### src/design/sa_cfg_pkg.sv
// Tile configuration field types
package sa_cfg_pkg;

  // ========================================
  // Depth and addressing
  // ========================================

  localparam int CHI_WIDTH  = 10;  // Accumulation depth K
  localparam int ADDR_WIDTH = 16;  // Buffer word address

  typedef logic [CHI_WIDTH-1:0]  chi_t;
  typedef logic [ADDR_WIDTH-1:0] addr_t;

  // ========================================
  // Quantization
  // ========================================

  localparam int SCALE_WIDTH = 8;
  localparam int SHIFT_WIDTH = 5;
  localparam int ZP_WIDTH    = 8;

  // Unsigned multiplier applied to the accumulator
  typedef logic [SCALE_WIDTH-1:0] scale_t;

  // Arithmetic right shift after scaling
  typedef logic [SHIFT_WIDTH-1:0] shift_t;

  // Signed offset added before saturation
  typedef logic signed [ZP_WIDTH-1:0] zp_t;

endpackage

### src/design/sa_data_pkg.sv
// Datapath number types
package sa_data_pkg;

  // ========================================
  // Operand widths
  // ========================================

  localparam int ACT_WIDTH = 8;  // Activation lane
  localparam int WGT_WIDTH = 8;  // Weight lane

  // Product width plus headroom for up to 1023 accumulation steps
  localparam int ACC_WIDTH = ACT_WIDTH + WGT_WIDTH + 10;

  // ========================================
  // Number types
  // ========================================

  // Signed activation entering the array from the left
  typedef logic signed [ACT_WIDTH-1:0] act_t;

  // Signed weight entering the array from the top
  typedef logic signed [WGT_WIDTH-1:0] wgt_t;

  // Per-cell running sum
  typedef logic signed [ACC_WIDTH-1:0] acc_t;

  // Quantized output element as wide as an activation
  typedef logic signed [ACT_WIDTH-1:0] ofm_t;

  // Saturation bounds of a quantized element
  localparam int OFM_MAX = 127;
  localparam int OFM_MIN = -128;

endpackage
### src/design/ofm_writer.sv
// Output row quantizer and writer
`timescale 1ns/10ps

module ofm_writer import sa_data_pkg::*; import sa_cfg_pkg::*; #(
  parameter int NUM_ROW = 4,
  parameter int NUM_COL = 4
) (
  input  logic                             clk,
  input  logic                             rst_n,
  input  logic                             drain_start_i,
  input  acc_t [NUM_ROW-1:0][NUM_COL-1:0]  acc_i,
  input  scale_t                           scale_i,
  input  shift_t                           shift_i,
  input  zp_t                              zp_i,
  input  addr_t                            ofm_base_i,
  input  logic                             ofm_rdy_i,
  output ofm_t [NUM_COL-1:0]               ofm_dat_o,
  output addr_t                            ofm_addr_o,
  output logic                             ofm_vld_o,
  output logic                             tile_done_o
);

  localparam int ROW_W      = $clog2(NUM_ROW);
  localparam int PROD_WIDTH = ACC_WIDTH + SCALE_WIDTH + 1;  // Room for the sign of scale

  logic [ROW_W-1:0] row_idx_q;
  logic             hshk;
  logic             last_row;

  // Scale, shift, offset and clamp one element
  function automatic ofm_t quantize(acc_t acc, scale_t scale, shift_t shift, zp_t zp);
    logic signed [PROD_WIDTH-1:0] prod;
    logic signed [PROD_WIDTH-1:0] sum;
    prod = acc * $signed({1'b0, scale});
    sum  = (prod >>> shift) + zp;
    if (sum > OFM_MAX) begin
      return ofm_t'(OFM_MAX);
    end else if (sum < OFM_MIN) begin
      return ofm_t'(OFM_MIN);
    end
    return ofm_t'(sum);
  endfunction

  assign hshk        = ofm_vld_o && ofm_rdy_i;
  assign last_row    = (row_idx_q == ROW_W'(NUM_ROW - 1));
  assign tile_done_o = hshk && last_row;
  assign ofm_addr_o  = ofm_base_i + addr_t'(row_idx_q);

  // ========================================
  // Row stepping
  // ========================================
  always_ff @(posedge clk or negedge rst_n) begin
    if (!rst_n) begin
      row_idx_q <= '0;
      ofm_vld_o <= 1'b0;
    end else if (drain_start_i) begin
      row_idx_q <= '0;
      ofm_vld_o <= 1'b1;
    end else if (hshk) begin
      if (last_row) begin
        ofm_vld_o <= 1'b0;  // Tile finished
      end else begin
        row_idx_q <= row_idx_q + 1'b1;
      end
    end
  end

  // Accumulators are frozen during the write phase
  for (genvar c = 0; c < NUM_COL; c++) begin : g_quant
    assign ofm_dat_o[c] = quantize(acc_i[row_idx_q][c], scale_i, shift_i, zp_i);
  end

  a_hold_stable: assert property (@(posedge clk) disable iff (!rst_n)
    ofm_vld_o && !ofm_rdy_i |=> $stable(ofm_dat_o) && $stable(ofm_addr_o));

endmodule

### config.mk
export PLATFORM = sky130hd
export DESIGN_NAME = ofm_writer
export DESIGN_NICKNAME = d
export VERILOG_FILES = /design/src/design/sa_cfg_pkg.sv /design/src/design/sa_data_pkg.sv /design/src/design/ofm_writer.sv
export SDC_FILE = /design/constraint.sdc
export NUM_CORES = 2
export LEC_CHECK = 0
export ABC_CLOCK_PERIOD_IN_PS = 39100
export BUFFER_PORTS_ARGS = -buffer_cell sky130_fd_sc_hd__buf_2
export CAP_MARGIN = 20
export CORE_MARGIN = 2
export CORE_UTILIZATION = 60
export DETAILED_ROUTE_END_ITERATION = 7
export PLACE_DENSITY = 0.81
export SETUP_SLACK_MARGIN = 0.2
export SLEW_MARGIN = 20
export SYNTH_ARGS = -nofsm -noshare
export SYNTH_HDL_FRONTEND = slang
export SYNTH_SLANG_ARGS = --single-unit
### constraint.sdc
create_clock -name clk -period 39.1 [get_ports clk]
set_input_delay 7.82 -clock clk [delete_from_list [all_inputs] [get_ports clk]]
set_output_delay 7.82 -clock clk [all_outputs]
set_load 0.02 [all_outputs]
== Word-level counts from Yosys, hierarchy flattened ==
Cells that the tools add are included.
W data, S select, Z words.

* Add/subtract/negate cells: 6
* Multiply operators: 4
* Divide/modulo/power cells: 0
* Order comparisons: 9
* Eq/ne operators: 2
* Shifts and indexed selects: 4
* Muxes and demuxes: 28
* Bitwise gates (word level): 0
* Reductions and logical operators: 6

{| class="wikitable"
|+ Operators by type and width
! cell !! number
|-
| $bmux W104 S2 || 1
|-
| $add A35 B8 Y35 || 4
|-
| $gt A35 B8 Y1 const B || 4
|-
| $lt A35 B8 Y1 const B || 4
|-
| $mul A26 B9 Y35 || 4
|-
| $sshr A35 B5 Y35 || 4
|-
| $mux W104 || 1
|-
| $mux W8 || 12
|-
| $add A16 B2 Y16 || 1
|-
| $mux W1 || 11
|-
| $mux W2 || 3
|-
| $reduce_and A2 Y1 || 2
|-
| $reduce_bool A2 Y1 || 2
|-
| $lt A2 B3 Y1 const B || 1
|-
| $add A2 B1 Y2 const B || 1
|-
| $eq A2 B2 Y1 const B || 1
|-
| $logic_and A1 B1 Y1 || 2
|-
| $ne A2 B2 Y1 const B || 1
|}

* Flip-flop bits (word level): 3
* Bits in latches: 0
* Memory bits (writable): 0
* Bits in read-only memories: 0
* Output and inout port bits: 50
* Word-level logic and storage cells: 61
* Memories: 0

== Depth between registers and ports, before layout ==
* Word-level depth: 9
* Gate-level depth with buffers: 40
* Mapped depth without buffers: 37

== Worst setup path after synthesis ==
Ideal clock, no wire load.

* Kind: input port to output port
* Start point: input scale_i[3]
* End point: output ofm_dat_o[17] (netlist name)
* Arrival: 17.321 ns
* Required time: 31.280 ns
* Slack: 13.959 ns
* Stages: 36
* Path buffers: 4
* Cell sequence: clkbuf_1 -> clkbuf_1 -> clkbuf_1 -> nand2_1 -> fa_1 -> fa_1 -> fa_1 -> fa_1 -> inv_1 -> ha_1 -> clkbuf_1 -> a21oi_1 -> o21ai_1 -> a2111oi_0 -> o21bai_1 -> o211a_1 -> o21ai_0 -> nand2_1 -> mux4_2 -> o21a_1 -> mux2_2 -> o21ai_0 -> ha_1 -> inv_1 -> fa_1 -> nor2b_1 -> o2111ai_1 -> a211o_1 -> a31oi_1 -> mux2_2 -> nor3_1 -> nand4_1 -> or4b_1 -> or4_1 -> o31ai_4 -> o211ai_1

{| class="wikitable"
|+ RTL lines
! what !! RTL line !! text
|-
| start, declared || ofm_writer.sv:12 || <nowiki>input scale_t scale_i,</nowiki>
|-
| end, declared || ofm_writer.sv:17 || <nowiki>output ofm_t [NUM_COL-1:0] ofm_dat_o,</nowiki>
|}

==> impl_metrics.env <==
export IMPL_floorplan_io_pins=507
export IMPL_vias_in_the_first_global_route=46600
export IMPL_hp_start="ofm_vld_o"
export IMPL_r2r_start="row_idx_q[1]"
export IMPL_num_fill_cells=6963
export IMPL_setup_reg_to_reg_worst_slack_ps=36700
export IMPL_setup_repair_after_global_routing_missed_its_margin="false"
export IMPL_cts_buffers=3
export IMPL_netlist_instances=6152
export IMPL_final_clock_skew_ps=0.894
export IMPL_netlist_cell_type_count=105
export IMPL_grt_first_pass_wirelength_um=251000
export IMPL_hold_depth=2
export IMPL_critical_path_max_stage_delay_ps=810
export IMPL_fin_tns_setup_ps=0
export IMPL_multi_input_comb_area_um2=44600
export IMPL_die_area_um2=83000
export IMPL_clock_latency_ps=230
export IMPL_worstPathBufferInverterCount=5
export IMPL_port_buffers=506
export IMPL_detailedPlace_worstSlack_ps=12120
export IMPL_areaGrowthSynthToFinish_pct=6.15
export IMPL_critPathLaunchType="primary input"
export IMPL_seq_area_frac_synth=0.00155
export IMPL_post_cts_resize_count=0
export IMPL_placed_cell_area_um2=51300
export IMPL_whs_ps=580
export IMPL_dpl_hpwl_um=127000
export IMPL_core_outline_area_um2=80300
export IMPL_worst_slew_pin_transition_ps=1120
export IMPL_yosys_warnings=0
export IMPL_post_cts_setup_buffer_count=0
export IMPL_globalRouteTotalUtil=0.372
export IMPL_vias=48200
export IMPL_drive_gt1_frac=0.126
export IMPL_min_period_over_period=0.695
export IMPL_grt_antenna_before_repair=8
export IMPL_critical_path_most_common_cell="fa_1"
export IMPL_finalWorstPathRequiredPeriod_ps=27190
export IMPL_post_synth_cell_area_avg_um2=7.88
export IMPL_outcome="complete, but fails checks"
export IMPL_synth_seq_cells=3
export IMPL_synth_net_count=7681
export IMPL_worstHoldPathType="register to register"
export IMPL_end_of_the_worst_hold_path="ofm_vld_o"
export IMPL_floorplan_rows=104
export IMPL_storage_cell_area_um2=82.6
export IMPL_max_freq_mhz=36.8
export IMPL_syn_cell_area_um2=48500
export IMPL_ys_async_sr_fraction=1.00
export IMPL_cts_root_buffer_cell="clkbuf_16"
export IMPL_grt_overflow_total=0
export IMPL_largest_net_degree_at_the_start_of_global_routing=89
export IMPL_synth_ff_type="dfrtp_1"
export IMPL_die_x_um=288
export IMPL_crit_required_ps=31280
export IMPL_cp_slowest_cell="buf_4"
export IMPL_worst_path_max_fanout=78
export IMPL_clock_tree_buffer_depth=2
export IMPL_worst_slack_ps=11910
export IMPL_end_kind="primary output"
export IMPL_final_cell_area_um2=51400
export IMPL_max_cap_viol_count=0
export IMPL_worst_ep_arrival_time_ps=19370
export IMPL_report_final_hold_viol_count=0
export IMPL_drt_pass1_iterations=8
export IMPL_wl_per_cell_um=21.0
export IMPL_tritoncts="yes"
export IMPL_drt_iter0_markers=5330
export IMPL_postCtsHoldBufs=0
export IMPL_cts_reportedPaths_clkPinSlew_ps=30
export IMPL_drt_antenna_violating_nets=0
export IMPL_route_detailed_drc=11
export IMPL_timing_slew_headroom=0.254
export IMPL_drt_vias_per_instance=6.48
export IMPL_critical_path_top_delay_family="compound AO/OA/AOI/OAI gates"
export IMPL_gp_congestion=1.08
export IMPL_layout_nets=7898
export IMPL_chipHeight_um=288
export IMPL_clkSinkCount=3
export IMPL_final_setup_viol_count=0
export IMPL_r2r_end="row_idx_q[1]"
export IMPL_htree_num_levels=1
export IMPL_synth_enable_flop_cells=0
export IMPL_criticalPathCategory="primary input to primary output"
export IMPL_report_final_slew_viol_count=0
export IMPL_detail_route_wirelength_um=156000
export IMPL_initial_utilization=0.603
export IMPL_rr_worst_depth=5
export IMPL_violations_in_the_final_reports="design-rule violations"
## state kept, by name, indices dropped and copies added (netlist names)
register / flops
ofm_vld_o: 1
row_idx_q: 2
## metrics by stage
step                 util  std cells
finish              0.641       7433
global route        0.640       7429
CTS                 0.640       7428
detailed placement  0.639       7424
global placement    0.639       7424
floorplan               -       6152
## tightest hold or removal path, stage by stage (launching register included)
cell,delay (ps)
dfrtp_1,400
inv_1,60
o21bai_1,70
## area by class of cell
type	count	share of cell area
multi-input combinational	5156	0.867
timing repair buffer	541	0.0549
inverter	664	0.0486
tap	1060	0.0258
sequential	3	0.00161
clock buffer	4	0.00153
antenna	5	0.000243
## routing by layer
| metal | up-vias | global-route usage | part of all wire |
|---|---|---|---|
| met5 | - | 0 | 0.00040 |
| met4 | 10 | 0.116 | 0.036 |
| met3 | 399 | 0.0619 | 0.10 |
| met2 | 2714 | 0.580 | 0.44 |
| met1 | 23300 | 0.532 | 0.42 |
| li1 | 21800 | - | - |
## cells in the final DEF, fill, tap and decap left out, drive strengths merged, types with 93 or more instances in the layout
cell     n
mux2i  127
nand2  991
o21ai  269
xnor2  146
buf    541
xor2    93
mux4   131
nand3   95
inv    662
nor2   333
a21o   111
ha     419
fa     653
and2   296
a21oi  385
## Yosys cell counts (127+ instances only)
master    number  area share
inv_1        659       0.051
xnor2_1      146       0.026
clkbuf_1     283       0.022
mux4_2       131       0.061
ha_1         419        0.11
mux2i_1      127       0.026
nor2_1       333       0.026
and2_1       290       0.037
a21oi_1      384       0.040
fa_1         653        0.27
nand2_1      991       0.077
o21ai_0      264       0.027
## cell families after synthesis
group           Yosys count  synth area share
xor+xnor                240            0.0437
mux                     312            0.0997
buf+inv                 993            0.0778
simple gates           2101             0.202
compound gates         1431             0.197
flops                     3           0.00155
fa+ha+maj              1072             0.378
## how the worst max path moves through the flow
stage / to / slack, ps / depth (start not counted) / start
finish: ofm_dat_o[18] / 11910 / 35 / scale_i[0]
floorplan: ofm_dat_o[17] / 13960 / 36 / scale_i[3]
CTS: ofm_dat_o[17] / 12110 / 35 / scale_i[0]
global placement: ofm_dat_o[17] / 12190 / 35 / scale_i[0]
detailed placement: ofm_dat_o[17] / 12120 / 35 / scale_i[0]
global route: ofm_dat_o[18] / 11250 / 35 / scale_i[0]
Power is left out: the tool's default activity adds up to more than one toggle a clock period on the data nets, which glitch-free logic cannot reach.
