`src/design/sa_cfg_pkg.sv`:
```
// Tile configuration field types
package sa_cfg_pkg;

  // ========================================
  // Depth and addressing
  // ========================================

  localparam int CHI_WIDTH  = 10;  // Accumulation depth K
  localparam int ADDR_WIDTH = 16;  // Buffer word address

  typedef logic [CHI_WIDTH-1:0]  chi_t;
  typedef logic [ADDR_WIDTH-1:0] addr_t;

  // ========================================
  // Quantization
  // ========================================

  localparam int SCALE_WIDTH = 8;
  localparam int SHIFT_WIDTH = 5;
  localparam int ZP_WIDTH    = 8;

  // Unsigned multiplier applied to the accumulator
  typedef logic [SCALE_WIDTH-1:0] scale_t;

  // Arithmetic right shift after scaling
  typedef logic [SHIFT_WIDTH-1:0] shift_t;

  // Signed offset added before saturation
  typedef logic signed [ZP_WIDTH-1:0] zp_t;

endpackage

```
`src/design/tile_ctrl.sv`:
```
// Tile sequencing controller
`timescale 1ns/10ps

module tile_ctrl import sa_cfg_pkg::*; #(
  parameter int NUM_ROW = 4,
  parameter int NUM_COL = 4
) (
  input  logic   clk,
  input  logic   rst_n,
  input  logic   cfg_vld_i,
  input  chi_t   cfg_chi_i,
  input  scale_t cfg_scale_i,
  input  shift_t cfg_shift_i,
  input  zp_t    cfg_zp_i,
  input  addr_t  cfg_act_base_i,
  input  addr_t  cfg_wgt_base_i,
  input  addr_t  cfg_ofm_base_i,
  input  logic   dat_vld_i,
  input  logic   tile_done_i,
  output logic   cfg_rdy_o,
  output addr_t  act_rd_addr_o,
  output addr_t  wgt_rd_addr_o,
  output logic   rd_addr_vld_o,
  output logic   dat_rdy_o,
  output logic   take_o,
  output logic   clear_o,
  output logic   drain_start_o,
  output scale_t scale_o,
  output shift_t shift_o,
  output zp_t    zp_o,
  output addr_t  ofm_base_o
);

  // Last operand pair reaches the far corner cell within this many cycles
  localparam int DRAIN_CYC = NUM_ROW + NUM_COL;
  localparam int DRAIN_W   = $clog2(DRAIN_CYC + 1);

  typedef enum logic [1:0] {S_IDLE, S_FILL, S_DRAIN, S_WRITE} state_t;

  state_t             state_q;
  chi_t               chi_q;
  addr_t              act_base_q;
  addr_t              wgt_base_q;
  chi_t               addr_cnt_q;   // Addresses issued so far
  logic               addr_vld_q;
  chi_t               beat_cnt_q;   // Data beats taken so far
  logic [DRAIN_W-1:0] drain_cnt_q;
  logic               drain_start_q;
  logic               cfg_acc;
  logic               last_beat;
  logic               drain_done;

  assign cfg_rdy_o  = (state_q == S_IDLE);
  assign cfg_acc    = cfg_vld_i && cfg_rdy_o;
  assign dat_rdy_o  = (state_q == S_FILL);
  assign take_o     = dat_vld_i && dat_rdy_o;
  assign clear_o    = cfg_acc;  // Global accumulator clear
  assign last_beat  = take_o && (beat_cnt_q == chi_q - 1'b1);
  assign drain_done = (state_q == S_DRAIN) && (drain_cnt_q == DRAIN_W'(DRAIN_CYC - 1));

  assign act_rd_addr_o = act_base_q + addr_t'(addr_cnt_q);
  assign wgt_rd_addr_o = wgt_base_q + addr_t'(addr_cnt_q);
  assign rd_addr_vld_o = addr_vld_q;
  assign drain_start_o = drain_start_q;

  // ========================================
  // State machine
  // ========================================
  always_ff @(posedge clk or negedge rst_n) begin
    if (!rst_n) begin
      state_q <= S_IDLE;
    end else begin
      case (state_q)
        S_IDLE:  if (cfg_acc)     state_q <= S_FILL;
        S_FILL:  if (last_beat)   state_q <= S_DRAIN;
        S_DRAIN: if (drain_done)  state_q <= S_WRITE;
        S_WRITE: if (tile_done_i) state_q <= S_IDLE;
        default: state_q <= S_IDLE;
      endcase
    end
  end

  // Configuration capture
  always_ff @(posedge clk) begin
    if (cfg_acc) begin
      chi_q      <= cfg_chi_i;
      act_base_q <= cfg_act_base_i;
      wgt_base_q <= cfg_wgt_base_i;
      ofm_base_o <= cfg_ofm_base_i;
      scale_o    <= cfg_scale_i;
      shift_o    <= cfg_shift_i;
      zp_o       <= cfg_zp_i;
    end
  end

  // ========================================
  // Counters
  // ========================================
  always_ff @(posedge clk or negedge rst_n) begin
    if (!rst_n) begin
      addr_cnt_q <= '0;
      addr_vld_q <= 1'b0;
    end else if (cfg_acc) begin
      addr_cnt_q <= '0;
      addr_vld_q <= 1'b1;
    end else if (addr_vld_q) begin
      if (addr_cnt_q == chi_q - 1'b1) begin
        addr_vld_q <= 1'b0;  // K strobes issued
      end else begin
        addr_cnt_q <= addr_cnt_q + 1'b1;
      end
    end
  end

  always_ff @(posedge clk or negedge rst_n) begin
    if (!rst_n) begin
      beat_cnt_q    <= '0;
      drain_cnt_q   <= '0;
      drain_start_q <= 1'b0;
    end else begin
      if (cfg_acc) begin
        beat_cnt_q <= '0;
      end else if (take_o) begin
        beat_cnt_q <= beat_cnt_q + 1'b1;
      end
      drain_cnt_q   <= (state_q == S_DRAIN) ? drain_cnt_q + 1'b1 : '0;
      drain_start_q <= drain_done;
    end
  end

  a_beats_bounded: assert property (@(posedge clk) disable iff (!rst_n)
    take_o |-> beat_cnt_q < chi_q);

  a_chi_nonzero: assert property (@(posedge clk) disable iff (!rst_n)
    cfg_acc |-> cfg_chi_i != '0);

endmodule

```
`config.mk`:
```
export PLATFORM = sky130hd
export DESIGN_NAME = tile_ctrl
export DESIGN_NICKNAME = d
export VERILOG_FILES = /design/src/design/sa_cfg_pkg.sv /design/src/design/tile_ctrl.sv
export SDC_FILE = /design/constraint.sdc
export NUM_CORES = 1
export LEC_CHECK = 0
export CAP_MARGIN = 20
export CORE_MARGIN = 10
export CORE_UTILIZATION = 43
export DETAILED_ROUTE_END_ITERATION = 10
export DONT_BUFFER_PORTS = 1
export SLEW_MARGIN = 15
export SYNTH_ARGS = -nofsm -noshare
export SYNTH_HDL_FRONTEND = slang
export SYNTH_SLANG_ARGS = --single-unit
```
`constraint.sdc`:
```
create_clock -name clk -period 5.9 [get_ports clk]
set_clock_uncertainty 0.05 [all_clocks]
set_input_delay 0.59 -clock clk [delete_from_list [all_inputs] [get_ports clk]]
set_output_delay 0.59 -clock clk [all_outputs]
set_load 0.02 [all_outputs]
```
* After elaboration in Yosys (flattened, before gate mapping)
Cells that the tools add are included.
W data, S select, Z words.
** Storage, ports and cells
- Register bits :: 107
- Input port bits :: 84
- Output and inout port bits :: 75
- Word-level logic and storage cells :: 53
** Operators by class
- $add $sub $neg :: 6
- Equal/unequal tests :: 11
- Mux-type cells :: 14
- Reduce and logical (&&, ||, !) cells :: 9
** Operator list (number)
- $mux W10 :: 5
- $add A16 B10 Y16 :: 2
- $add A10 B1 Y10 const B :: 2
- $eq A10 B10 Y1 :: 2
- $sub A10 B1 Y10 const B :: 1
- $mux W2 :: 4
- $pmux W2 S4 :: 1
- $ne A2 B2 Y1 const B :: 3
- $add A4 B1 Y4 const B :: 1
- $eq A2 B2 Y1 const B :: 2
- $eq A4 B3 Y1 const B :: 1
- $logic_and A1 B1 Y1 :: 4
- $mux W4 :: 1
- $ne A2 B1 Y1 const B :: 2
- $reduce_and A4 Y1 :: 1
- $reduce_bool A2 Y1 :: 2
- $mux W1 :: 3
- $eq A2 B1 Y1 const B :: 1
- $logic_not A2 Y1 :: 1
- $reduce_and A2 Y1 :: 1

* Logic depth before layout (Yosys ltp)
- Word-level depth :: 5
- Depth in mapped cells :: 10
- Depth with buffers taken out :: 9

* Worst setup path before layout
Ideal clock, no wire load.
- Kind :: reg-to-output
- Start :: register state_q[0]
- End :: output clear_o
- Arrival :: 3.712 ns
- Data required time :: 5.260 ns
- Setup slack :: 1.548 ns
- Cell stages (with the launch flop) :: 7
- Buffers on the path :: 2
- Cell sequence :: dfrtp_1 inv_1 ha_1 nand2_1 clkbuf_1 inv_1 clkbuf_1
** On the way
- Word-level cells in the longest chain between the ends :: 2
** Ends and longest elaborated chain
- start, declared :: RTL line tile_ctrl.sv:40 : state_t state_q;
- start signal, assigned :: RTL line tile_ctrl.sv:71 : state_q <= S_IDLE;
- start signal, assigned :: RTL line tile_ctrl.sv:74 : S_IDLE: if (cfg_acc) state_q <= S_FILL;
- start signal, assigned :: RTL line tile_ctrl.sv:75 : S_FILL: if (last_beat) state_q <= S_DRAIN;
- $logic_not A2 Y1 :: RTL line tile_ctrl.sv:53 : assign cfg_rdy_o = (state_q == S_IDLE);
- via cfg_rdy_o :: RTL line tile_ctrl.sv:20 : output logic cfg_rdy_o,
- $logic_and A1 B1 Y1 :: RTL line tile_ctrl.sv:54 : assign cfg_acc = cfg_vld_i && cfg_rdy_o;
- end, declared :: RTL line tile_ctrl.sv:26 : output logic clear_o,
The timed path passes the listed nets, and every way through them passes these cells.

* Worst setup path in the final report
- Start :: register addr_cnt_q[1]
- End :: output act_rd_addr_o[15]
** On the way
- Word-level cells in the longest chain between the ends :: 1
** Ends and longest elaborated chain
- start, declared :: RTL line tile_ctrl.sv:44 : chi_t addr_cnt_q;
- start signal, assigned :: RTL line tile_ctrl.sv:110 : addr_cnt_q <= addr_cnt_q + 1'b1;
- $add A16 B10 Y16 :: RTL line tile_ctrl.sv:61 : assign act_rd_addr_o = act_base_q + addr_t'(addr_cnt_q);
- end, declared :: RTL line tile_ctrl.sv:21 : output addr_t act_rd_addr_o,
No other way between the ends.

==> results.md <==
* Run status: finished clean
* Avg Cell Area, Syn at 11.4 um2
* Site row count at 42
* CTS tree: yes
* GRT Resource Usage Total at 14.1%
* Design Power at 2.64 mW
* Post-synthesis async set-or-reset flop share at 26.2%
* CP Buf/Inv Count at 1
* H-Tree Depth at 3
* Cell family with most CP delay: compound AO/OA/AOI/OAI gates
* Fmax at 251 MHz
* Crit Path Max Fanout at 7
* PostCTS Resize Cnt at 0
* Worst-margin pin slew at 839 ps
* Hold Path Class: in2reg
* Detailed placement HPWL at 9840 um
* Layout cells sized above 1 at 5.86%
* Largest cells by area after synthesis: edfxtp_1 (41%), dfrtp_1 (12%), ha_1 (6.1%)
* CP Capture Type: output port
* Number of global-route vias before repair at 3784
* Tcrit/Tclk final at 67.5%
* Nets at 621
* Slowest cell on crit path: o31ai_1
* Residual DRC at 0
* Post-Synthesis Cells at 503
* Most frequently used cell type in the post-synthesis netlist: edfxtp_1
* Flops & latches, synth at 107
* Post-synth EDFFs at 79
* Setup TNS at 0 ps
* Pre-antenna DRT Iters at 5
* # IOs at 159
* Max clock buf depth at 2
* Worst Setup Start Kind: register
* CP max stage delay at 670 ps
* Crit-path cells: ha_1 > a21o_1 > a21oi_1 > o21a_1 > o31ai_1 > or4b_2 > o311ai_0 > clkdlybuf4s18_2
* Initial Util at 43.6%
* CTS root buffer: clkbuf_16
* DIE AREA at 0.0183 mm2
* Final slew viol count at 0
* Part of the Yosys area used for sequential elements at 53.6%
* Mapped Nets at 617
* RSZ-0062 raised after global routing: false
* Sink Count at 107
* PwrDens at 422 mW/mm2
* Vias/cell at 5.65
* Port Buffers at 0
* Final hold vios at 0
* Peak VDD IR at 0.000239 V
* Leakage at 2.41 nW
* FF-to-FF path depth at 8
* Global-route wire length before repair at 20300 um
* Largest net degree at the start of global routing at 68
* Via count at 3888
* Initial antenna violation count at 0
* Antenna viol nets, final at 0
* Cell taking the most area after synthesis: edfxtp_1
* Slew headroom at 43.6%
* Hold Crit Depth at 0
* WP data arrival at 3340 ps
* Final setup viols at 0
* Type of the worst setup path: reg2out
* Core box area at 0.0131 mm2
* Yosys Warn Count at 0
* Die H at 135 um
* Diodes inserted at 0
* Worst Path Required at 5260 ps
* Yosys top cell area share at 41.4%
* Final min period at 3980 ps
* WL per Instance at 19.2 um
* Mapped Area at 0.00573 mm2
* Drt initial violations at 264
* Maxcap violations at 0
* Remaining Overflow, GRT at 0
* Synth top cells by count: edfxtp_1 (79), nor2_1 (32), nand2_1 (31)
* Critical path depth in cells at 8
* Final Worst Setup Slack at 1920 ps
* Most used DFF post-synth: edfxtp_1
* DIE WIDTH at 135 um
* Clk pin slew, worst setup/hold paths at 80 ps
* Routability congestion estimate at 0.862
* Post-synthesis cell type count at 57
* Total CTS buffers at 9
* Clk_lat worst skew at 350 ps
* P&R area growth vs syn at 9.21%
* Hold slack at 274 ps
* Post-Route WL at 13200 um
* Setup Slack @ Placement at 2340 ps
## report_power, final
part,switching (mW),internal [mW]
Sequential,0.179,0.979
Combinational,0.596,0.305
Clock,0.286,0.296
Total,1.06,1.58
## kinds of logic after synthesis
kind of cell,Yosys count,share of synthesized area [%]
simple gates,169,15.9
fa+ha+maj,30,6.81
xor+xnor,51,7.79
mux,15,2.64
compound gates,88,10.4
flops,107,53.6
buf+inv,43,2.84
## worst paths after layout
kind / to / slack, ps / start
min reg2reg: drain_cnt_q[0] / 400 / drain_cnt_q[0]
max in group asynchronous: addr_cnt_q[3] / 5000 / rst_n
max: act_rd_addr_o[15] / 1920 / addr_cnt_q[1]
min: act_base_q[14] / 270 / cfg_act_base_i[14]
max reg2reg: state_q[1] / 2850 / chi_q[0]
min in group asynchronous: drain_cnt_q[0] / 630 / rst_n
## repair_timing
item,CTS,global route
endpoints found under the hold margin,28,0
hold buffers,2,0
buffers inserted,0,0
## layout make-up
type                       count  area [um2]
multi-input combinational    353        2490
tap                          176         220
fill                        1199        6880
clock buffer                  10         229
inverter                      28         108
clock inverter                 6        56.3
sequential                   107        3070
timing repair buffer           8        77.6
## placed cells by master, fill, tap and decap left out, drive strengths merged, types with 4 or more instances in the layout
cell type / count
a21oi: 20
and2: 8
and3: 8
buf: 6
clkbuf: 10
dfrtp: 28
edfxtp: 79
ha: 28
inv: 32
mux2i: 14
nand2: 31
nand2b: 10
nand3: 10
nand4: 15
nor2: 32
nor2b: 7
nor3: 15
nor3b: 6
nor4: 5
o211ai: 6
o21a: 6
o21ai: 20
o311ai: 6
o31ai: 4
or2: 4
or3: 4
xnor2: 29
xor2: 22
## per-layer routing
layer  track usage [%]  part of all wire, %  wire [um]  vias to the layer above
li1                  -                    -          -                     1861
met1              16.9                   44       5830                     1878
met2              22.5                   47       6140                      134
met3              5.82                  7.9       1040                       15
met4              4.67                  1.4        183                        0
met5                 0                    0          0                        -
## through the flow
stage                     instances  utilization (%)  cell area (um2)
final                           688             47.6             6260
after global routing            688             47.6             6260
after CTS                       688             47.6             6260
after detailed placement        670             45.2             5940
after global placement          669             45.2             5930
after floorplan                 503                -             5730
## flip-flops by register name (all words and copies together), names as in the netlist, 4 cells and up
signal / count
ofm_base_o: 16
scale_o: 8
act_base_q: 16
addr_cnt_q: 10
shift_o: 5
beat_cnt_q: 10
zp_o: 8
chi_q: 10
wgt_base_q: 16
drain_cnt_q: 4
Power figures use the tool's default switching activity.
