**config.mk**
```make
export PLATFORM = sky130hd
export DESIGN_NAME = operand_skew
export DESIGN_NICKNAME = d
export VERILOG_FILES = /design/src/design/operand_skew.sv
export SDC_FILE = /design/constraint.sdc
export NUM_CORES = 1
export LEC_CHECK = 0
export BUFFER_PORTS_ARGS = -buffer_cell sky130_fd_sc_hd__buf_4
export CAP_MARGIN = 20
export CORE_MARGIN = 5
export CORE_UTILIZATION = 44
export DETAILED_ROUTE_END_ITERATION = 10
export PLACE_DENSITY = 0.8
export RECOVER_POWER = 50
export SKIP_CTS_REPAIR_TIMING = 1
export SLEW_MARGIN = 10
export SYNTH_ARGS = -nofsm -noshare
export SYNTH_HDL_FRONTEND = slang
export SYNTH_SLANG_ARGS = --single-unit
```
**constraint.sdc**
```tcl
create_clock -name clk -period 0.9 [get_ports clk]
set_input_delay 0.225 -clock clk [delete_from_list [all_inputs] [get_ports clk]]
set_output_delay 0.225 -clock clk [all_outputs]
set_load 0.02 [all_outputs]
```
**src/design/operand_skew.sv**
```systemverilog
// Operand staggering delay lines
`timescale 1ns/10ps

module operand_skew #(
  parameter int  NUM_LANES = 4,
  parameter type lane_t    = logic [7:0]
) (
  input  logic                  clk,
  input  logic                  rst_n,
  input  lane_t [NUM_LANES-1:0] dat_i,
  input  logic                  take_i,
  output lane_t [NUM_LANES-1:0] dat_o,
  output logic  [NUM_LANES-1:0] vld_o
);

  // Lane i sits i cycles behind lane 0 so that
  // operands meet on the array diagonals
  for (genvar i = 0; i < NUM_LANES; i++) begin : g_lane
    if (i == 0) begin : g_direct
      assign dat_o[i] = dat_i[i];
      assign vld_o[i] = take_i;
    end else begin : g_delay
      lane_t          dat_q [i];
      logic   [i-1:0] vld_q;

      // Valid stages
      always_ff @(posedge clk or negedge rst_n) begin
        if (!rst_n) begin
          vld_q <= '0;
        end else begin
          vld_q[0] <= take_i;
          for (int j = 1; j < i; j++) begin
            vld_q[j] <= vld_q[j-1];
          end
        end
      end

      // Data stages follow the valid without enable
      always_ff @(posedge clk) begin
        dat_q[0] <= dat_i[i];
        for (int j = 1; j < i; j++) begin
          dat_q[j] <= dat_q[j-1];
        end
      end

      assign dat_o[i] = dat_q[i-1];
      assign vld_o[i] = vld_q[i-1];
    end
  end

endmodule

```
Yosys cells after proc, flatten, opt, wreduce, memory -nomap -nowiden
Memories as Yosys holds them, arrays and structs flattened.
Index checks and enable logic that the tools add are counted.

storage, ports and cells
  bits in writable memories = 48
  bits of input ports = 35
  register bits after elaboration = 6
  output and inout bits = 36
  latch bits = 0
  memories kept = 3
  bits in read-only memories = 0

cells by class
  div/mod/pow operators = 0
  order comparisons = 0
  add/subtract/negate cells = 0
  multiplexer cells = 0
  $mul = 0
  eq/ne operators = 0
  shift-type cells = 0
  reduce and logical (&&, ||, !) cells = 0
  bitwise logic cells = 0

memories
  name                     depth  width  rd ports  clocked after memory_dff  write ports  line  RTL
  g_lane[3].g_delay.dat_q  3      8      3         0                         3            23    lane_t dat_q [i];
  g_lane[2].g_delay.dat_q  2      8      2         0                         2            23
  g_lane[1].g_delay.dat_q  1      8      1         0                         1            23

Logic depth before layout (Yosys ltp)
Gate-level depths: netlist of run 1.

  depth after elaboration = 0
  depth in mapped cells = 1

Worst setup path before layout of run 1
OpenSTA, ideal clock, no wires.

  path type = reg-to-output
  start point = register g_lane[2].g_delay.vld_q[0] (netlist name)
  end point = output port vld_o[1]
  stages on the path, launching flop included = 2
  buffers on the path = 1
  slack = 0.176 ns
  arrival = 0.499 ns
  cell sequence = dfrtp_1 buf_4

RTL lines
  element           line  RTL
  end: declaration  13    output logic [NUM_LANES-1:0] vld_o

==> impl_metrics.yaml, run 1 <==
final_layout:
  multi_input_area_um2: 0
  nMultiInputCombCells: 0
  fin_nets: 173
  diodes: 0
  drive_gt1_share_pct: 59.71
  fin_area_mm2: 0.001943
  area_delta_synth_final_pct: 57.82
power_and_ir_drop:
  p_per_area_mw_per_mm2: 2082
  vdd_drop_max_uv: 2024
  leakage_nw: 0.8777
route:
  dr.pass1.iters: 2
  ant_nets: 0
  vias: 685
  finalWirelength_um: 2301
  via_per_inst: 4.029
  drt_iter0_drc: 7
  drt-wirelength-per-cell_um: 13.54
  route.detailed.drc: 0
setup_path:
  r2r_cells: 0
  rrSetupSlack_ns: 0.37
  reg2reg_to: "g_lane[3].g_delay.vld_q[2]"
  worst-path-buf-inv: 1
  required_ns: 0.67
  arrival_ns: 0.92
  cp_max_fo: 2
  slowest_stage: "dfrtp_1"
  endpoint_kind: "output port"
  critPathKind: "register to output port"
  worstPathCellList: "buf_6"
  r2r-start: "g_lane[3].g_delay.vld_q[1]"
  cp_top_family: "flip-flops"
  slowest_delay_ns: 0.42
  cp-start-kind: "register"
floorplan:
  io_pins: 71
  core_area_mm2: 0.002710
  die_area_mm2: 0.003956
  rows: 19
  initial_core_util_pct: 45.43
  die_h_um: 62.90
  die_w_um: 62.90
yosys:
  synth_cells: 77
  syn_nets: 112
  yosysTopAreaCell: "dfxtp_1"
  ys_types: 3
  syn_avg_cell_area_um2: 15.99
  synth-main-ff-cell: "dfxtp_1"
  netlist.area_leader.share_pct: 78.05
  synth.yosys.warnings: 0
  yosysSeqAreaShare_pct: 84.15
  synth_area_leaders: "dfxtp_1, buf_4, dfrtp_1"
  ys_async_sr_fraction_pct: 5.882
  synth.cell_area_mm2: 0.001231
  synth_common_cells: "dfxtp_1, buf_4, dfrtp_1"
  synthMostInstantiatedCell: "dfxtp_1"
  synth_enable_flop_cells: 0
  ys_ff_latch: 51
clock_network:
  cts.clk_slew.worst_paths_ns: 0.13
  cts_buffers: 5
  cts.sinks: 51
  cts_tree: "yes"
  htree_levels: 2
  cts_max_path_buffers: 2
  insertion_delay_ns: 0.35
  cts_root_buf: "clkbuf_4"
sta:
  slew_headroom_pct: 88.24
  fmax_mhz: 875.3
  period_share_pct: 126.9
  min_period_ns: 1.142
  holdWs_ns: 0.1897
  skew_ns: 0.006793
  setup_viol: 27
  timing.final.ws_setup_ns: -0.2425
  rsz0062_at_grt: "yes"
  hold_viol: 0
  slew_violations: 0
  tightest_slew_ns: 0.1763
placed_design:
  dpl_cell_area_mm2: 0.001480
  portBuffers: 54
  gp_congestion: 0.6208
  place_ws_ns: 0.1573
grt:
  antenna_found_initial: 0
  gr-usage-all-layers_pct: 9.846
  overflow: 0
  grt_pass1_vias: 669
  grt_max_degree: 16
  grt_pass1_wl_um: 2822
hold_path:
  worst_hold_path_type: "input port to asynchronous set/reset pin"
run_status:
  violations: "negative setup slack"
  outcome: "finished with violations"
job:
  drv_cap: 0
==> power breakdown <==
group / switching, W / internal, W
Sequential: 0.0000446 / 0.00239
Clock: 0.000612 / 0.000590
Combinational: 0.000148 / 0.000260
==> cell usage in the layout (no fill, tap or decap) <==
master,instances
bufinv_16,1
dfrtp_1,3
buf_4,26
clkbuf_4,5
buf_6,27
dfxtp_1,24
clkbuf_1,3
dlygate4sd3_1,26
dfxtp_2,24
==> logic make-up after synthesis <==
| logic type | share of synthesized area [%] |
|---|---|
| buffers and inverters | 15.85 |
| flip-flops | 84.15 |
==> per-stage QoR <==
stage / cells / TNS [ns] / total power [W] / utilization [%]
floorplan: 77 / 0 / 0.002651 / -
global placement: 136 / 0 / 0.002729 / 54.62
detailed placement: 136 / 0 / 0.002739 / 54.62
CTS: 144 / -4.625 / 0.003938 / 57.39
global route: 170 / -5.211 / 0.004249 / 71.70
finish: 170 / -3.859 / 0.004046 / 71.70
==> how the worst max path moves through the flow <==
stage	startpoint	endpoint	slack [ns]	cells after the start
global route	g_lane[2].g_delay.vld_q[0]	vld_o[1]	-0.28	1
finish	g_lane[3].g_delay.vld_q[1]	vld_o[2]	-0.24	1
global placement	g_lane[2].g_delay.vld_q[0]	vld_o[1]	0.16	1
floorplan	g_lane[2].g_delay.vld_q[0]	vld_o[1]	0.18	1
detailed placement	g_lane[3].g_delay.vld_q[1]	vld_o[2]	0.16	1
CTS	g_lane[3].g_delay.vld_q[1]	vld_o[2]	-0.27	1
==> state kept, by name, indices dropped and copies added (netlist names) <==
signal / cells
g_lane.g_delay.dat_q: 48
g_lane.g_delay.vld_q: 3
==> area by class of cell <==
class | instances | area, um^2
Sequential cell | 51 | 1066
Fill cell | 176 | 767.0
Timing Repair Buffer | 80 | 763.2
Clock buffer | 7 | 45.04
Tap cell | 31 | 38.79
Clock inverter | 1 | 30.03
==> per-layer routing <==
| layer | vias to the layer above | global-route usage [%] | wire (um) |
|---|---|---|---|
| li1 | 327 | - | - |
| met1 | 305 | 7.901 | 812 |
| met2 | 46 | 14.23 | 1040 |
| met3 | 7 | 8.633 | 384 |
| met4 | 0 | 9.019 | 63 |
| met5 | - | 0 | 0 |
No activity file was read; power rests on OpenSTA's default activity.
==> run 2, diff against run 1 <==
CORE_MARGIN = 8   (was 5)
==> run 2 against run 1 <==
Net effect:
- the run still ends with negative setup slack left
- register-to-register slack is essentially flat
- sequential power hardly changed
- clock skew hardly changed
- sequential share of layout area decreased by 0.83 points
- cell count unchanged
- power up 8.1%
- routed wire length rose by 15%
- via count down 1.0%
- largest cell class unchanged
- largest power group unchanged
==> impl_metrics.yaml, run 2 (synthesis results as in run 1) <==
run_status:
  outcome: "finished with violations"
  violations: "negative setup slack"
placed_design:
  portBuffers: 54
  place_ws_ns: 0.1506
  dpl_cell_area_mm2: 0.001480
  gp_congestion: 0.6474
sta:
  rsz0062_at_grt: "yes"
  fmax_mhz: 879.4
  tns_ns: -4.050
  timing.final.ws_setup_ns: -0.2372
  slew_violations: 0
  setup_viol: 27
  min_period_ns: 1.137
  skew_ns: 0.006299
  tightest_slew_ns: 0.1695
  period_share_pct: 126.4
  slew_headroom_pct: 88.70
  hold_viol: 0
clock_network:
  cts.clk_slew.worst_paths_ns: 0.13
  cts_max_path_buffers: 2
  htree_levels: 2
  cts_root_buf: "clkbuf_4"
  cts_buffers: 5
  cts_tree: "yes"
  insertion_delay_ns: 0.35
  cts.sinks: 51
power_and_ir_drop:
  leakage_nw: 0.8896
  switching_share_pct: 19.64
  power_frac_comb_pct: 9.4
  p_per_area_mw_per_mm2: 2217
  p_sw_w: 0.0008589
  seqPwrFrac_pct: 55.7
  vdd_drop_max_uv: 1558
  internal-power_w: 0.003515
  clkPwrFrac_pct: 34.8
setup_path:
  cp_max_fo: 2
  slowest_delay_ns: 0.42
  required_ns: 0.67
  cp_top_family: "flip-flops"
  arrival_ns: 0.91
  worstPathCellList: "buf_6"
  worst-path-buf-inv: 1
  slowest_stage: "dfrtp_1"
  cp-start-kind: "register"
  critPathKind: "register to output port"
  endpoint_kind: "output port"
final_layout:
  area_delta_synth_final_pct: 60.26
  drive_gt1_share_pct: 61.15
  diodes: 0
  fin_nets: 173
  nMultiInputCombCells: 0
  regMostFlops: "g_lane.g_delay.dat_q"
  multi_input_area_um2: 0
  nFillCells: 172
  fin_util_pct: 72.81
  final_common_cell: "buf_6"
  top_regs: "g_lane.g_delay.dat_q: 48 flops, g_lane.g_delay.vld_q: 3 flops"
  final_cell_mix: "buf_6, dlygate4sd3_1, buf_4, dfxtp_2, dfxtp_1"
  fin_area_mm2: 0.001973
  largest_register_ffs: 48
grt:
  grt_use_met2_pct: 12.43
  grt_use_met3_pct: 9.047
  antenna_found_initial: 0
  busiest_layer: "met2"
  grt_pass1_vias: 658
  overflow: 0
  grt_max_degree: 17
  use_met1_pct: 6.335
  gr-usage-all-layers_pct: 8.730
  grt_pass1_wl_um: 2760
floorplan:
  die_w_um: 68.90
  die_h_um: 68.90
  initial_core_util_pct: 45.43
  io_pins: 71
  die_area_mm2: 0.004747
  core_area_mm2: 0.002710
  rows: 19
route:
  via_per_inst: 3.988
  drt_iter0_drc: 7
  drt-wirelength-per-cell_um: 15.59
  route.detailed.drc: 0
  finalWirelength_um: 2651
  vias: 678
  ant_nets: 0
  dr.pass1.iters: 4
job:
  drv_cap: 0
hold_path:
  worst_hold_path_type: "input port to asynchronous set/reset pin"
==> run 2: changes by cell type in the layout (fill, tap and decap cells not counted) <==
cell	before	now
clkbuf_1	3	1
bufinv_16	1	2
clkinvlp_4	0	1
==> run 2: path summary, 6_finish.rpt <==
check / start / endpoint / slack, ns / depth (start not counted)
max in group asynchronous: rst_n / g_lane[3].g_delay.vld_q[2] / 0.54 / 2
min in group clk: g_lane[2].g_delay.dat_q[0][2] / g_lane[2].g_delay.dat_q[0][10] / 0.34 / 0
hold reg to reg: g_lane[2].g_delay.dat_q[0][2] / g_lane[2].g_delay.dat_q[0][10] / 0.34 / 0
hold / removal: rst_n / g_lane[2].g_delay.vld_q[0] / 0.21 / 2
setup / recovery: g_lane[2].g_delay.vld_q[0] / vld_o[1] / -0.24 / 1
setup reg to reg: g_lane[2].g_delay.vld_q[0] / g_lane[3].g_delay.vld_q[1] / 0.37 / 0
==> run 2: per-layer routing <==
layer | vias to the layer above | wire, um | share of wire, %
met5 | - | 0 | 0
met4 | 0 | 52 | 2.0
met3 | 9 | 465 | 18
met2 | 47 | 1258 | 47
met1 | 294 | 875 | 33
li1 | 328 | - | -
==> run 2: power by group through the flow <==
stage / clock [W] / sequential, W / combinational, W
3_3_place_gp: 0 / 0.00246 / 0.000276
5_1_grt: 0.00166 / 0.00245 / 0.000434
4_1_cts: 0.00158 / 0.00241 / 0.000281
2_1_floorplan: 0 / 0.00248 / 0.000168
6_report: 0.00152 / 0.00244 / 0.000412
3_5_place_dp: 0 / 0.00246 / 0.000281
==> run 2: layout make-up <==
type	count	area, um^2	area share, %
Timing Repair Buffer	80	763.2	38.68
Clock inverter	3	67.56	3.424
Sequential cell	51	1066	54.03
Clock buffer	5	37.54	1.902
Tap cell	31	38.79	1.966
==> run 2: metrics by stage <==
step	hold slack, ns	instances	power [W]
2_1_floorplan	-0.07059	77	0.002651
6_report	0.2054	170	0.004374
5_1_grt	0.1869	170	0.004543
4_1_cts	-0.3977	144	0.004274
3_5_place_dp	0.01604	136	0.002744
3_3_place_gp	0.01384	136	0.002733
==> run 3, diff against run 2 <==
BUFFER_PORTS_ARGS = not set   (was -buffer_cell sky130_fd_sc_hd__buf_4)
CORE_UTILIZATION = 53   (was 44)
DONT_BUFFER_PORTS = 1   (was not set)
PLACE_DENSITY = 0.68   (was 0.8)
==> run 3 against run 2 <==
Net effect:
- the run still ends with negative setup slack left
- maximum frequency is 10% higher
- global-route usage is 1.6 points lower
- critical path depth is 1 lower
- routed wire length is 33% lower
- die area is 13% lower
- via count is 34% lower
- design area is 25% lower
- clock skew hardly changed
- setup slack better by 0.11 ns
- first-iteration DRC count is 71% lower
- highest routed layer unchanged
==> impl_metrics.yaml, run 3 (synthesis results as in run 1) <==
sta:
  tns_ns: -1.826
  slew_violations: 0
  slew_headroom_pct: 90.81
  skew_ns: 0.006634
  period_share_pct: 114.4
  setup_viol: 27
  fmax_mhz: 971.2
  holdWs_ns: 0.1218
  hold_viol: 0
  min_period_ns: 1.030
  tightest_slew_ns: 0.1374
  timing.final.ws_setup_ns: -0.1297
  rsz0062_at_grt: "yes"
power_and_ir_drop:
  p_per_area_mw_per_mm2: 2351
  leakage_nw: 0.5821
  vdd_drop_max_uv: 1968
setup_path:
  required_ns: 0.67
  cp-start-kind: "register"
  endpoint_kind: "output port"
  cp_max_fo: 2
  arrival_ns: 0.80
  critPathKind: "register to output port"
clock_network:
  htree_levels: 2
  cts.clk_slew.worst_paths_ns: 0.11
  cts.sinks: 51
  cts_buffers: 5
  insertion_delay_ns: 0.34
  cts_tree: "yes"
  cts_max_path_buffers: 2
  cts_root_buf: "clkbuf_4"
final_layout:
  multi_input_area_um2: 0
  diodes: 0
  fin_nets: 119
  final_cell_mix: "dlygate4sd3_1, dfxtp_4, dfxtp_1, clkbuf_4, dfrtp_2"
  nMultiInputCombCells: 0
  drive_gt1_share_pct: 40.00
  regMostFlops: "g_lane.g_delay.dat_q"
  top_regs: "g_lane.g_delay.dat_q: 48 flops, g_lane.g_delay.vld_q: 3 flops"
  fin_util_pct: 66.86
  final_common_cell: "dlygate4sd3_1"
  largest_register_ffs: 48
  final_cell_count_no_fill: 113
  area_delta_synth_final_pct: 20.12
floorplan:
  rows: 17
  initial_core_util_pct: 55.66
  die_w_um: 64.20
  io_pins: 71
  core_area_mm2: 0.002212
  die_area_mm2: 0.004121
  die_h_um: 64.20
route:
  via_per_inst: 3.973
  finalWirelength_um: 1789
  dr.pass1.iters: 2
  drt_iter0_drc: 2
  ant_nets: 0
  drt-wirelength-per-cell_um: 15.83
  vias: 449
  route.detailed.drc: 0
placed_design:
  portBuffers: 0
  dp.cells: 79
  gp_congestion: 0.5494
grt:
  grt_pass1_wl_um: 2042
  grt_max_degree: 16
  antenna_found_initial: 0
  gr-usage-all-layers_pct: 7.153
  grt_pass1_vias: 424
  overflow: 0
run_status:
  violations: "negative setup slack"
  outcome: "finished with violations"
hold_path:
  worst_hold_path_type: "input port to asynchronous set/reset pin"
job:
  drv_cap: 0
## run 3: changes by cell type in the layout (fill, tap and decap cells not counted)
cell	change
dfxtp_4	+24
buf_6	-27
clkinv_2	+1
dfxtp_2	-24
dfrtp_2	+3
buf_4	-26
bufinv_16	-2
dfrtp_1	-3
## run 3: final timing paths
kind,cells past startpoint,end,start,slack [ns]
max in group asynchronous,1,g_lane[3].g_delay.vld_q[2],rst_n,0.63
setup reg to reg,0,g_lane[3].g_delay.vld_q[2],g_lane[3].g_delay.vld_q[1],0.30
setup / recovery,0,vld_o[2],g_lane[3].g_delay.vld_q[1],-0.13
min in group clk,0,g_lane[2].g_delay.dat_q[0][14],g_lane[2].g_delay.dat_q[0][6],0.33
hold / removal,1,g_lane[3].g_delay.vld_q[1],rst_n,0.12
hold reg to reg,0,g_lane[2].g_delay.dat_q[0][14],g_lane[2].g_delay.dat_q[0][6],0.33
## run 3: where the power goes
part	switching [W]	leakage, nW	internal [W]
Clock	0.000609	0.0282	0.000302
Sequential	0.000121	0.445	0.00235
Combinational	0.0000159	0.109	0.0000746
Total	0.000746	0.582	0.00273
## run 3: final cells by class
class,instances,area (um^2)
clock buffers,6,41.29
clock inverters,2,12.51
fillers,150,733.2
flip-flops and latches,51,1130
well taps,28,35.03
repair buffers,26,260.3
## run 3: metrics by stage
stage	instance area [um^2]	setup WS, ns	power, W
floorplan	1231	0.1761	0.002651
global placement	1071	0.2339	0.002554
detailed placement	1071	0.2347	0.002555
CTS	1125	-0.1625	0.003461
global route	1479	-0.1796	0.003653
finish	1479	-0.1297	0.003476
## run 3: routing by layer
layer  vias to the layer above  track usage [%]  routed length [um]  part of all wire [%]
met5                         -                0                   0                     0
met1                       187            6.224                 622                    35
li1                        222                -                   -                     -
met3                         2            9.059                 327                    18
met2                        38            8.532                 834                    47
met4                         0            5.177                   5                  0.28
